==> config.mk <==
export PLATFORM = sky130hd
export DESIGN_NAME = branch_check
export DESIGN_NICKNAME = d
export VERILOG_FILES = /design/src/logic/core_cfg_pkg.sv /design/src/logic/rob_types_pkg.sv /design/src/logic/branch_check.sv
export SDC_FILE = /design/constraint.sdc
export NUM_CORES = 1
export LEC_CHECK = 0
export BUFFER_PORTS_ARGS = -buffer_cell sky130_fd_sc_hd__buf_2
export CAP_MARGIN = 20
export CORE_UTILIZATION = 41
export DETAILED_ROUTE_END_ITERATION = 8
export PLACE_DENSITY = 0.95
export SLEW_MARGIN = 40
export SYNTH_ARGS = -nofsm -noshare
export SYNTH_HDL_FRONTEND = slang
export SYNTH_SLANG_ARGS = --single-unit
==> constraint.sdc <==
create_clock -name vclk -period 5.3
set_input_delay 0.53 -clock vclk [all_inputs]
set_output_delay 0.53 -clock vclk [all_outputs]
set_load 0.03 [all_outputs]
==> src/logic/core_cfg_pkg.sv <==
// Core configuration: reorder buffer depth and datapath widths
package core_cfg_pkg;

  // Reorder buffer depth, must stay a power of two for pointer wrap
  localparam int ROB_SIZE = 16;

  // Width of an entry index, log2 of ROB_SIZE
  localparam int ROB_IDX_W = 4;

  // Data and address width
  localparam int XLEN = 32;

  // Architectural and rename register number width
  localparam int PREG_W = 6;

endpackage

==> src/logic/rob_types_pkg.sv <==
// Reorder buffer record types: entry, issue, result, commit and redirect
package rob_types_pkg;
  import core_cfg_pkg::*;

  // Lifecycle of one buffer entry
  typedef enum logic [1:0] {
    ST_WAITING,
    ST_COMPLETED,
    ST_IGNORED
  } entry_status_e;

  // Outcome of the jump currently at the head
  typedef enum logic [1:0] {
    JV_NONE,
    JV_CONFIRMED,
    JV_MISPREDICTED
  } jump_verdict_e;

  typedef struct packed {
    logic [PREG_W-1:0] arch_reg;
    logic [PREG_W-1:0] ren_reg;
  } reg_map_t;

  // spec marks instructions issued behind an unresolved jump
  typedef struct packed {
    logic writes;
    logic mem;
    logic jumps;
    logic spec;
  } instr_flags_t;

  typedef struct packed {
    logic            valid;
    logic [XLEN-1:0] addr;
    reg_map_t        regs;
    instr_flags_t    flags;
  } issue_slot_t;

  typedef struct packed {
    logic                 valid;
    logic [ROB_IDX_W-1:0] idx;
    logic [XLEN-1:0]      result;
    logic [XLEN-1:0]      target;
  } result_bus_t;

  typedef struct packed {
    logic [XLEN-1:0] addr;
    logic [XLEN-1:0] result;
    logic [XLEN-1:0] target;
    entry_status_e   status;
    reg_map_t        regs;
    instr_flags_t    flags;
  } rob_entry_t;

  typedef struct packed {
    logic [PREG_W-1:0] arch_reg;
    logic [PREG_W-1:0] ren_reg;
    logic [XLEN-1:0]   result;
    logic              reg_write;
    logic              mem_write;
  } commit_rec_t;

  typedef struct packed {
    logic [XLEN-1:0] target;
  } redirect_t;

endpackage

==> src/logic/branch_check.sv <==
// Head jump checker: compares the resolved target against the fall-through address
`timescale 1ns/1ns

module branch_check
  import core_cfg_pkg::*;
  import rob_types_pkg::*;
(
  input  rob_entry_t    i_head,
  input  logic          i_head_valid,
  output jump_verdict_e o_verdict,
  output redirect_t     o_redirect
);

  logic [XLEN-1:0] fall_through;
  logic            jump_ready;

  assign fall_through = i_head.addr + XLEN'(4);

  // Only a resolved jump at a live head gets a verdict
  assign jump_ready = i_head_valid
                   && (i_head.status == ST_COMPLETED)
                   && i_head.flags.jumps;

  always_comb begin
    o_verdict         = JV_NONE;
    o_redirect.target = '0;
    if (jump_ready) begin
      if (i_head.target == fall_through) begin
        o_verdict = JV_CONFIRMED;
      end else begin
        o_verdict         = JV_MISPREDICTED;
        o_redirect.target = i_head.target;
      end
    end
  end

endmodule

Yosys cells after proc, flatten, opt, wreduce, memory -nomap -nowiden
Index checks and enable logic that the tools add are counted.

storage, ports and cells
  bits of input ports = 115
  output and inout bits = 34
  word-level logic and storage cells = 9
  register bits = 0

cells by class
  reductions and logical operators = 2
  eq/ne operators = 2
  add/subtract/negate cells = 1
  multiplexer cells = 4

operators by type and width
  cell                     number
  $mux W32                 2
  $add A32 B3 Y32 const B  1
  $eq A32 B32 Y1           1
  $mux W2                  2
  $eq A2 B1 Y1 const B     1
  $logic_and A1 B1 Y1      2

Depth between registers and ports, before layout
  depth in word-level cells = 4
  mapped depth = 10
  mapped depth without buffers = 8

Worst setup path before layout
No wires, ideal clock.

  path kind = input port to output port
  start = input i_head[84] (netlist bit)
  end = output o_redirect[11] (netlist bit)
  stages = 9
  data required time = 4.770 ns
  buffers on the path = 1
  path slack = 1.724 ns
  data arrival time = 3.046 ns
  cells stage by stage = ha_1 nand4_1 nor4_1 nand2_1 xnor2_1 a21oi_1 o221a_2 buf_6 a211oi_1

RTL lines
  item         line                RTL
  from (decl)  branch_check.sv:8   input rob_entry_t i_head,
  to (decl)    branch_check.sv:11  output redirect_t o_redirect

Worst setup path after layout
  start = input i_head[84] (netlist bit)
  end = output o_verdict[0]

on the way
  cells in the longest elaborated chain, start to end = 4

ends and longest elaborated chain
  item             line                RTL
  $add A32 B3 Y32  branch_check.sv:17  assign fall_through = i_head.addr + XLEN'(4);
  $eq A32 B32 Y1   branch_check.sv:28  if (i_head.target == fall_through) begin
  $mux W2          branch_check.sv:28
  $mux W2          branch_check.sv:27  if (jump_ready) begin
  to (decl)        branch_check.sv:10  output jump_verdict_e o_verdict,

Every way passes these cells.

==> impl_metrics.env <==
export IMPL_diodes=0
export IMPL_synthDistinctLibCells=46
export IMPL_final_max_slew_violation_count=0
export IMPL_routed_wl_mm=4.912
export IMPL_vias=2112
export IMPL_grtUsageTotal_pct=24.39
export IMPL_drc=0
export IMPL_syn_num_nets=352
export IMPL_powerDensity_nw_per_um2=64.30
export IMPL_seq_cells=0
export IMPL_yosysTopAreaCellShare_pct=15.09
export IMPL_end_kind="output port"
export IMPL_critPathSlowestCell="or4_4"
export IMPL_power_uw=128.7
export IMPL_synth_warnings=0
export IMPL_cts_hold_buf=0
export IMPL_nets=445
export IMPL_vias_per_cell=5.662
export IMPL_fin_util_pct=58.16
export IMPL_die_y_um=62.67
export IMPL_finalSetupTns_ps=0
export IMPL_ir_drop_mv=0.02938
export IMPL_crit_path_max_fanout=34
export IMPL_synthTopCellsByArea="xnor2_1 (15%), a21oi_1 (11%), nand2_1 (10%), xor2_1 (8.1%), nand4_1 (6.2%)"
export IMPL_die_x_um=62.67
export IMPL_min_period_over_period_pct=74.74
export IMPL_run_status="finished, final reports clean"
export IMPL_drive_gt1_share_pct=35.47
export IMPL_max_freq_mhz=252.4
export IMPL_wire_per_inst_um=13.17
export IMPL_grt_setup_unrepaired="false"
export IMPL_hold_violations=0
export IMPL_synth_cells=236
export IMPL_synth_largest_area_cell="xnor2_1"
export IMPL_first_global_vias=1874
export IMPL_synthMostInstantiatedCell="nand2_1"
export IMPL_netlist_area_um2=1509
export IMPL_grt_max_degree=35
export IMPL_crit_type="input pin to output port"
export IMPL_dp_hpwl_mm=3.990
export IMPL_cts_setup_buffers=0
export IMPL_fin_cells=373
export IMPL_startpoint_type="input pin"
export IMPL_crit_top_cell="buf_2"
export IMPL_area_growth_pct=32.67
export IMPL_globalplace_congestion=0.8823
export IMPL_grt_overflow=0
export IMPL_ios=149
export IMPL_arrival_ps=3430
export IMPL_setup_viol=0
export IMPL_nFillCells=347
export IMPL_cap_violations=0
export IMPL_maxSlewHeadroom_pct=53.79
export IMPL_finalCriticalPeriod_ps=3961
export IMPL_port_buffers=102
export IMPL_fp_dieArea_um2=3927
export IMPL_clockBufferCount=0
export IMPL_seq_area_frac_synth_pct=0
export IMPL_drt_first_pass_iters=4
export IMPL_grt_pass1_wl_mm=8.093
export IMPL_syn_avg_cell_area_um2=6.394
export IMPL_initial_utilization_pct=43.84
export IMPL_register_area_um2=0
export IMPL_drt_iter0_markers=117
export IMPL_worstPathCellList="buf_2 > ha_1 > nand4_1 > nor4_1 > xnor2_1 > a22oi_1 > or4_4 > nor4_4 > buf_4 > and3_1 > buf_2"
export IMPL_p_leak_nw=0.9172
export IMPL_core_area_um2=3442
export IMPL_drt_antenna_violating_nets=0
export IMPL_rows=21
export IMPL_hold_class="input pin to output port"
export IMPL_postCtsResizedCells=0
export IMPL_placed_cells=373
export IMPL_worst_ep_required_time_ps=4770
export IMPL_crit_path_max_incr_delay_ps=520
export IMPL_grt_antenna_before_repair=0
export IMPL_synth_common_cells="nand2_1 (40), a21oi_1 (33), xnor2_1 (26)"
export IMPL_worstMarginPinSlew_ps=693.1
cells by family after synthesis:
family	after synthesis	synth area share (%)
adders and majority gates	1	0.8291
xor gates and xnor gates	40	23.22
and+or+nand+nor	115	42.21
buffers and inverters	19	7.711
muxes	1	0.6634
AOI/OAI and AO/OA	60	25.37
routing by layer:
| layer | up-vias | track usage [%] | share of wire, % |
|---|---|---|---|
| met2 | 107 | 45.38 | 48 |
| li1 | 1062 | - | - |
| met1 | 937 | 30.54 | 43 |
| met5 | - | 0 | 0 |
| met3 | 6 | 2.372 | 7.9 |
| met4 | 0 | 3.198 | 1.0 |
area by class of cell:
cell class | count | area (um^2) | share of cell area, %
repair buffers | 103 | 518.0 | 25.88
multi-input cells | 217 | 1400 | 69.94
inverters | 7 | 26.28 | 1.313
well taps | 46 | 57.56 | 2.875
path summary, 6_finish.rpt:
| path | slack, ps | start | end | depth (start not counted) |
|---|---|---|---|---|
| setup / recovery | 1340 | i_head[84] | o_verdict[0] | 11 |
| hold / removal | 1410 | i_head[39] | o_redirect[21] | 4 |
report_power, final:
part | leakage, nW | internal, mW | total [mW] | switching [mW]
clock network | 0 | 0 | 0 | 0
registers | 0 | 0 | 0 | 0
logic | 0.917 | 0.0552 | 0.129 | 0.0736
metrics by stage:
stage                     hold slack, ps  instance area, um^2  setup slack [ps]
after floorplan                     1185                 1509              1724
after global placement              1409                 1994              1218
after detailed placement            1410                 2002              1349
after CTS                           1411                 2002              1349
after global routing                1422                 2002              1141
final                               1412                 2002              1339
critical path: cells and delay by family:
| family | cells | cell delay (ps) |
|---|---|---|
| buffers and inverters | 3 | 680 |
| AOI/OAI and AO/OA | 1 | 100 |
| xor gates and xnor gates | 1 | 170 |
| adders and majority gates | 1 | 210 |
| and+or+nand+nor | 5 | 1720 |
cells in the final DEF (no fill, tap or decap), types with 5 or more instances in the layout:
master	instances
buf_2	102
nand2_1	40
a21oi_1	33
xnor2_1	26
nand4_1	15
xor2_1	14
nand3_1	11
nor2_1	9
nor4_1	8
inv_1	7
nor3_1	6
o21ai_0	6
a211oi_1	5
(Power assumes the default switching activity.)
