`src/logic/core_cfg_pkg.sv`:
```
// Core configuration: reorder buffer depth and datapath widths
package core_cfg_pkg;

  // Reorder buffer depth, must stay a power of two for pointer wrap
  localparam int ROB_SIZE = 16;

  // Width of an entry index, log2 of ROB_SIZE
  localparam int ROB_IDX_W = 4;

  // Data and address width
  localparam int XLEN = 32;

  // Architectural and rename register number width
  localparam int PREG_W = 6;

endpackage

```
`src/logic/rob_types_pkg.sv`:
```
// Reorder buffer record types: entry, issue, result, commit and redirect
package rob_types_pkg;
  import core_cfg_pkg::*;

  // Lifecycle of one buffer entry
  typedef enum logic [1:0] {
    ST_WAITING,
    ST_COMPLETED,
    ST_IGNORED
  } entry_status_e;

  // Outcome of the jump currently at the head
  typedef enum logic [1:0] {
    JV_NONE,
    JV_CONFIRMED,
    JV_MISPREDICTED
  } jump_verdict_e;

  typedef struct packed {
    logic [PREG_W-1:0] arch_reg;
    logic [PREG_W-1:0] ren_reg;
  } reg_map_t;

  // spec marks instructions issued behind an unresolved jump
  typedef struct packed {
    logic writes;
    logic mem;
    logic jumps;
    logic spec;
  } instr_flags_t;

  typedef struct packed {
    logic            valid;
    logic [XLEN-1:0] addr;
    reg_map_t        regs;
    instr_flags_t    flags;
  } issue_slot_t;

  typedef struct packed {
    logic                 valid;
    logic [ROB_IDX_W-1:0] idx;
    logic [XLEN-1:0]      result;
    logic [XLEN-1:0]      target;
  } result_bus_t;

  typedef struct packed {
    logic [XLEN-1:0] addr;
    logic [XLEN-1:0] result;
    logic [XLEN-1:0] target;
    entry_status_e   status;
    reg_map_t        regs;
    instr_flags_t    flags;
  } rob_entry_t;

  typedef struct packed {
    logic [PREG_W-1:0] arch_reg;
    logic [PREG_W-1:0] ren_reg;
    logic [XLEN-1:0]   result;
    logic              reg_write;
    logic              mem_write;
  } commit_rec_t;

  typedef struct packed {
    logic [XLEN-1:0] target;
  } redirect_t;

endpackage

```
`src/logic/retire_ctrl.sv`:
```
// Retire controller: pop, flush and confirm decisions plus registered commit and redirect
`timescale 1ns/1ns

module retire_ctrl
  import rob_types_pkg::*;
(
  input  logic          cs,
  input  logic          i_rst_n,
  input  jump_verdict_e i_verdict,
  input  redirect_t     i_redirect,
  input  commit_rec_t   i_commit,
  input  logic          i_retirable,
  input  logic          i_discard,
  output logic          o_pop,
  output logic          o_flush,
  output logic          o_confirm,
  output logic          o_commit_valid,
  output commit_rec_t   o_commit,
  output logic          o_redirect_valid,
  output redirect_t     o_redirect
);

  // One head leaves per cycle, committed or silently dropped
  assign o_pop = i_retirable | i_discard;

  // Verdict is none unless the head is a completed jump
  assign o_flush   = i_retirable && (i_verdict == JV_MISPREDICTED);
  assign o_confirm = i_retirable && (i_verdict == JV_CONFIRMED);

  always_ff @(posedge cs or negedge i_rst_n) begin
    if (!i_rst_n) begin
      o_commit_valid   <= 1'b0;
      o_redirect_valid <= 1'b0;
    end else begin
      o_commit_valid   <= i_retirable;
      o_redirect_valid <= o_flush;
    end
  end

  // Payload holds its last value between strobes
  always_ff @(posedge cs) begin
    if (i_retirable) begin
      o_commit <= i_commit;
    end
    if (o_flush) begin
      o_redirect <= i_redirect;
    end
  end

endmodule

```
`config.mk`:
```
export PLATFORM = sky130hd
export DESIGN_NAME = retire_ctrl
export DESIGN_NICKNAME = d
export VERILOG_FILES = /design/src/logic/core_cfg_pkg.sv /design/src/logic/rob_types_pkg.sv /design/src/logic/retire_ctrl.sv
export SDC_FILE = /design/constraint.sdc
export NUM_CORES = 1
export LEC_CHECK = 0
export ABC_CLOCK_PERIOD_IN_PS = 900
export BUFFER_PORTS_ARGS = -buffer_cell sky130_fd_sc_hd__buf_4
export CORE_MARGIN = 3
export CORE_UTILIZATION = 40
export DETAILED_ROUTE_END_ITERATION = 12
export PLACE_DENSITY = 0.78
export SKIP_LAST_GASP = 1
export SLEW_MARGIN = 20
export SYNTH_ARGS = -nofsm -noshare
export SYNTH_HDL_FRONTEND = slang
export SYNTH_SLANG_ARGS = --single-unit
```
`constraint.sdc`:
```
create_clock -name cs -period 0.9 [get_ports cs]
set_input_delay 0.045 -clock cs [delete_from_list [all_inputs] [get_ports cs]]
set_output_delay 0.045 -clock cs [all_outputs]
set_load 0.03 [all_outputs]
```
Yosys cells after proc, flatten, opt, wreduce, memory -nomap -nowiden
Index checks and enable logic that the tools add are counted.
{ "totals": {"reg_bits": 80, "out_inout_bits": 83, "elab_cells": 13} }
{ "op_classes": {"n_eq_ne": 2, "bitwise": 1, "reduce_logical": 2} }
{ "ops": {"columns": ["cell", "count"], "rows": [
  ["equality test 2 x 1 -> 1 bit, second input constant", 1],
  ["equality test 2 bit, second input constant", 1],
  ["logical AND 1 bit", 2],
  ["OR 1 bit", 1]
]} }

Depth between registers and ports, before layout
{ "depth": {"ltp_word": 2, "depth_mapped": 1} }

Least setup slack after synthesis
OpenSTA, ideal clock, no wires.
{ "synth_path": {"path_type": "input port to flip-flop", "start": "input port i_verdict[0]", "end": "register o_redirect[0] (netlist name), enable pin", "setup_ps": 380, "arrival_ps": 726, "required_ps": 520, "slack_ps": -206, "path_stages": 1, "path_cell_list": "and3b_2"} }
{ "synth_via": {"elab_chain_cells": 2} }
{ "synth_lines": {"columns": ["element", "line", "source"], "rows": [
  ["start: declaration", "retire_ctrl.sv:9", "input jump_verdict_e i_verdict,"],
  ["equality test 2 bit", "retire_ctrl.sv:27", "assign o_flush = i_retirable && (i_verdict == JV_MISPREDICTED);"],
  ["logical AND 1 bit", "retire_ctrl.sv:27", null],
  ["end signal: assignment", "retire_ctrl.sv:46", "o_redirect <= i_redirect;"],
  ["end: declaration", "retire_ctrl.sv:20", "output redirect_t o_redirect"]
]} }
Every way passes these cells.
A chain may end at the register's enable or synchronous reset.

Final worst setup path
{ "layout_path": {"start": "register o_commit[13] (netlist name)", "end": "output port o_commit[13] (netlist name)"} }
{ "layout_rtl": {"columns": ["element", "line", "source"], "rows": [
  ["start: declaration", "retire_ctrl.sv:18", "output commit_rec_t o_commit,"],
  ["start signal: assignment", "retire_ctrl.sv:43", "o_commit <= i_commit;"]
]} }
No word-level cell between the ends.

==> impl_metrics.env <==
export IMPL_slew_violations=0
export IMPL_syn_inst=83
export IMPL_die_y_um=83.8
export IMPL_p_sw_uw=2130
export IMPL_gr_total_overflow=0
export IMPL_ff_latch_area_um2=2390
export IMPL_p_comb_frac=0.193
export IMPL_final_setup_worst_slack_ns=-0.0717
export IMPL_timing_fmax_mhz=1030
export IMPL_numPortBuffers=166
export IMPL_die_w_um=83.8
export IMPL_track_usage=0.245
export IMPL_grt_pass1_vias=2127
export IMPL_synthMuxAreaShare=0
export IMPL_route_vias_total=1888
export IMPL_drv_cap=0
export IMPL_synth_area_leaders="edfxtp_1, dfrtp_1, and3b_2"
export IMPL_core_area_um2=5680
export IMPL_ir_drop_mv=1.60
export IMPL_drive_gt1_frac=0.530
export IMPL_yosys_warnings=0
export IMPL_initial_core_util=0.426
export IMPL_cp_start_kind="register"
export IMPL_grt_max_degree=39
export IMPL_p_int_uw=6790
export IMPL_p_clk_frac=0.305
export IMPL_violations="setup timing"
export IMPL_die_area_um2=7020
export IMPL_max_stage_delay_ns=0.42
export IMPL_seq_power_share=0.503
export IMPL_synth_top_family_by_area="simple AND/OR/NAND/NOR gates"
export IMPL_worstHoldPathType="in2async"
export IMPL_clock_sinks=80
export IMPL_seq_area_frac_synth=0.989
export IMPL_drtPass1Iterations=4
export IMPL_synth_xor_area_frac=0
export IMPL_max_slew_margin_rel=0.867
export IMPL_h_tree_depth=3
export IMPL_finalSetupViolCount=79
export IMPL_synth_top_area_share=0.968
export IMPL_detail_route_wirelength_um=8180
export IMPL_cp_buffers_inverters=1
export IMPL_wl_per_cell_um=19.5
export IMPL_numCtsBuffers=9
export IMPL_antenna_left=0
export IMPL_fillers=200
export IMPL_ys_ff_latch=80
export IMPL_synth_compound_area_frac=0
export IMPL_place_congestion=0.760
export IMPL_clk_pin_slew_ns=0.08
export IMPL_ys_types=4
export IMPL_cpMaxStageDelayCell="edfxtp_1"
export IMPL_p_sw_frac=0.239
export IMPL_n_antenna_cell=0
export IMPL_drtIter0Drc=93
export IMPL_avgViaCountPerCell=4.51
export IMPL_num_rows=27
export IMPL_root_buffer="clkbuf_8"
export IMPL_powerDensity_nw_per_um2=1750
export IMPL_syn_nets=167
export IMPL_synthAdderAreaFrac=0
export IMPL_total_power_uw=8920
export IMPL_cts_tree="yes"
export IMPL_cp_data_arrival_time_ns=0.93
export IMPL_path_cells="buf_6"
export IMPL_multi_input_area_um2=28.8
export IMPL_rsz0062_at_grt="true"
export IMPL_clockBufferDepth=2
export IMPL_yosys_area_top_type="edfxtp_1"
export IMPL_fin_crit_ns=0.972
export IMPL_grt_pass1_wl_um=12400
export IMPL_worstMarginPinSlew_ns=0.199
export IMPL_grt_antenna_before_repair=0
export IMPL_startpoint="o_commit[13]"
export IMPL_utilization=0.899
export IMPL_synth_simple_area_share=0.0109
export IMPL_ios=167
export IMPL_endpoint_kind="output pin"
export IMPL_path_max_fanout=1
export IMPL_synth_area_um2=2420
export IMPL_drc=0
export IMPL_syn_avg_cell_area_um2=29.1
export IMPL_area_delta_synth_final_pct=111
export IMPL_outcome="finished with violations"
export IMPL_period_share=1.08
export IMPL_leakage_uw=0.00214
export IMPL_crit_family="flip-flops"
export IMPL_cp_required_ns=0.85
export IMPL_hold_viol_final=0
export IMPL_final_net_count=427
export IMPL_path_class="reg2out"
-- state kept, by name, summed over array words and instances (netlist names) --
signal and flops:
o_redirect_valid 1, o_redirect 32, o_commit 46, o_commit_valid 1
-- layout by cell type (no fill, tap or decap), drive strengths merged --
cell type and instances:
or2 1, clkinv 3, bufinv 2, and3b 2, dlygate4sd3 79, clkbuf 10
dfrtp 2, edfxtp 78, buf 170
-- final timing paths --
path	end	cells past startpoint	slack, ns
max	o_commit[13]	1	-0.07
min	o_commit_valid	2	0.03
max in group asynchronous	o_redirect_valid	2	0.77
min in group cs	o_commit_valid	2	0.07
-- synth_stat cells --
cell type / n
edfxtp_1: 78
and3b_2: 2
dfrtp_1: 2
or2_1: 1
-- kinds of logic (layout without fill, tap and decap cells) --
logic type | count (synthesis) | in the layout
DFF | 80 | 80
buffers and inverters | 0 | 264
and+or+nand+nor | 3 | 3
-- metal layers --
metal	global-route usage	share of wire	vias up
met5	0	0	-
met4	0.114	0.028	0
met3	0.124	0.12	16
met2	0.406	0.50	140
met1	0.260	0.35	877
li1	-	-	855
-- repair_timing --
item | CTS | global route
endpoints found under the setup margin | 80 | 80
setup buffers | 0 | 0
endpoints found under the hold margin | 80 | 0
gates cloned | 0 | 0
gates resized for setup | 80 | 0
hold buffers | 79 | 0
-- metrics by stage --
stage	area, um2	TNS (ns)	std cells	hold WS (ns)	worst slack, ns
final	5100	-2.42	419	0.0323	-0.0717
after global routing	5100	-5.73	419	0.0262	-0.109
after CTS	5100	-3.01	419	0.0171	-0.0739
after detailed placement	3810	-1.69	325	-0.165	-0.0592
after global placement	3810	-1.40	325	-0.171	-0.0505
after floorplan	2420	-3.19	83	-0.251	-0.0998
-- layout make-up --
class / count / share of cell area
Timing Repair Buffer: 249 / 0.469
Sequential cell: 80 / 0.469
Tap cell: 72 / 0.0177
Multi-Input combinational cell: 3 / 0.00564
Clock inverter: 5 / 0.0142
Clock buffer: 10 / 0.0250
-- power groups by stage --
| stage | registers (uW) | logic [uW] | clock network [uW] |
|---|---|---|---|
| after detailed placement | 4500 | 1260 | 0 |
| after global routing | 4510 | 1790 | 2950 |
| after CTS | 4470 | 1680 | 2740 |
| after global placement | 4490 | 1240 | 0 |
| final | 4480 | 1720 | 2720 |
| after floorplan | 5000 | 34.7 | 0 |
(Power assumes the default switching activity.)
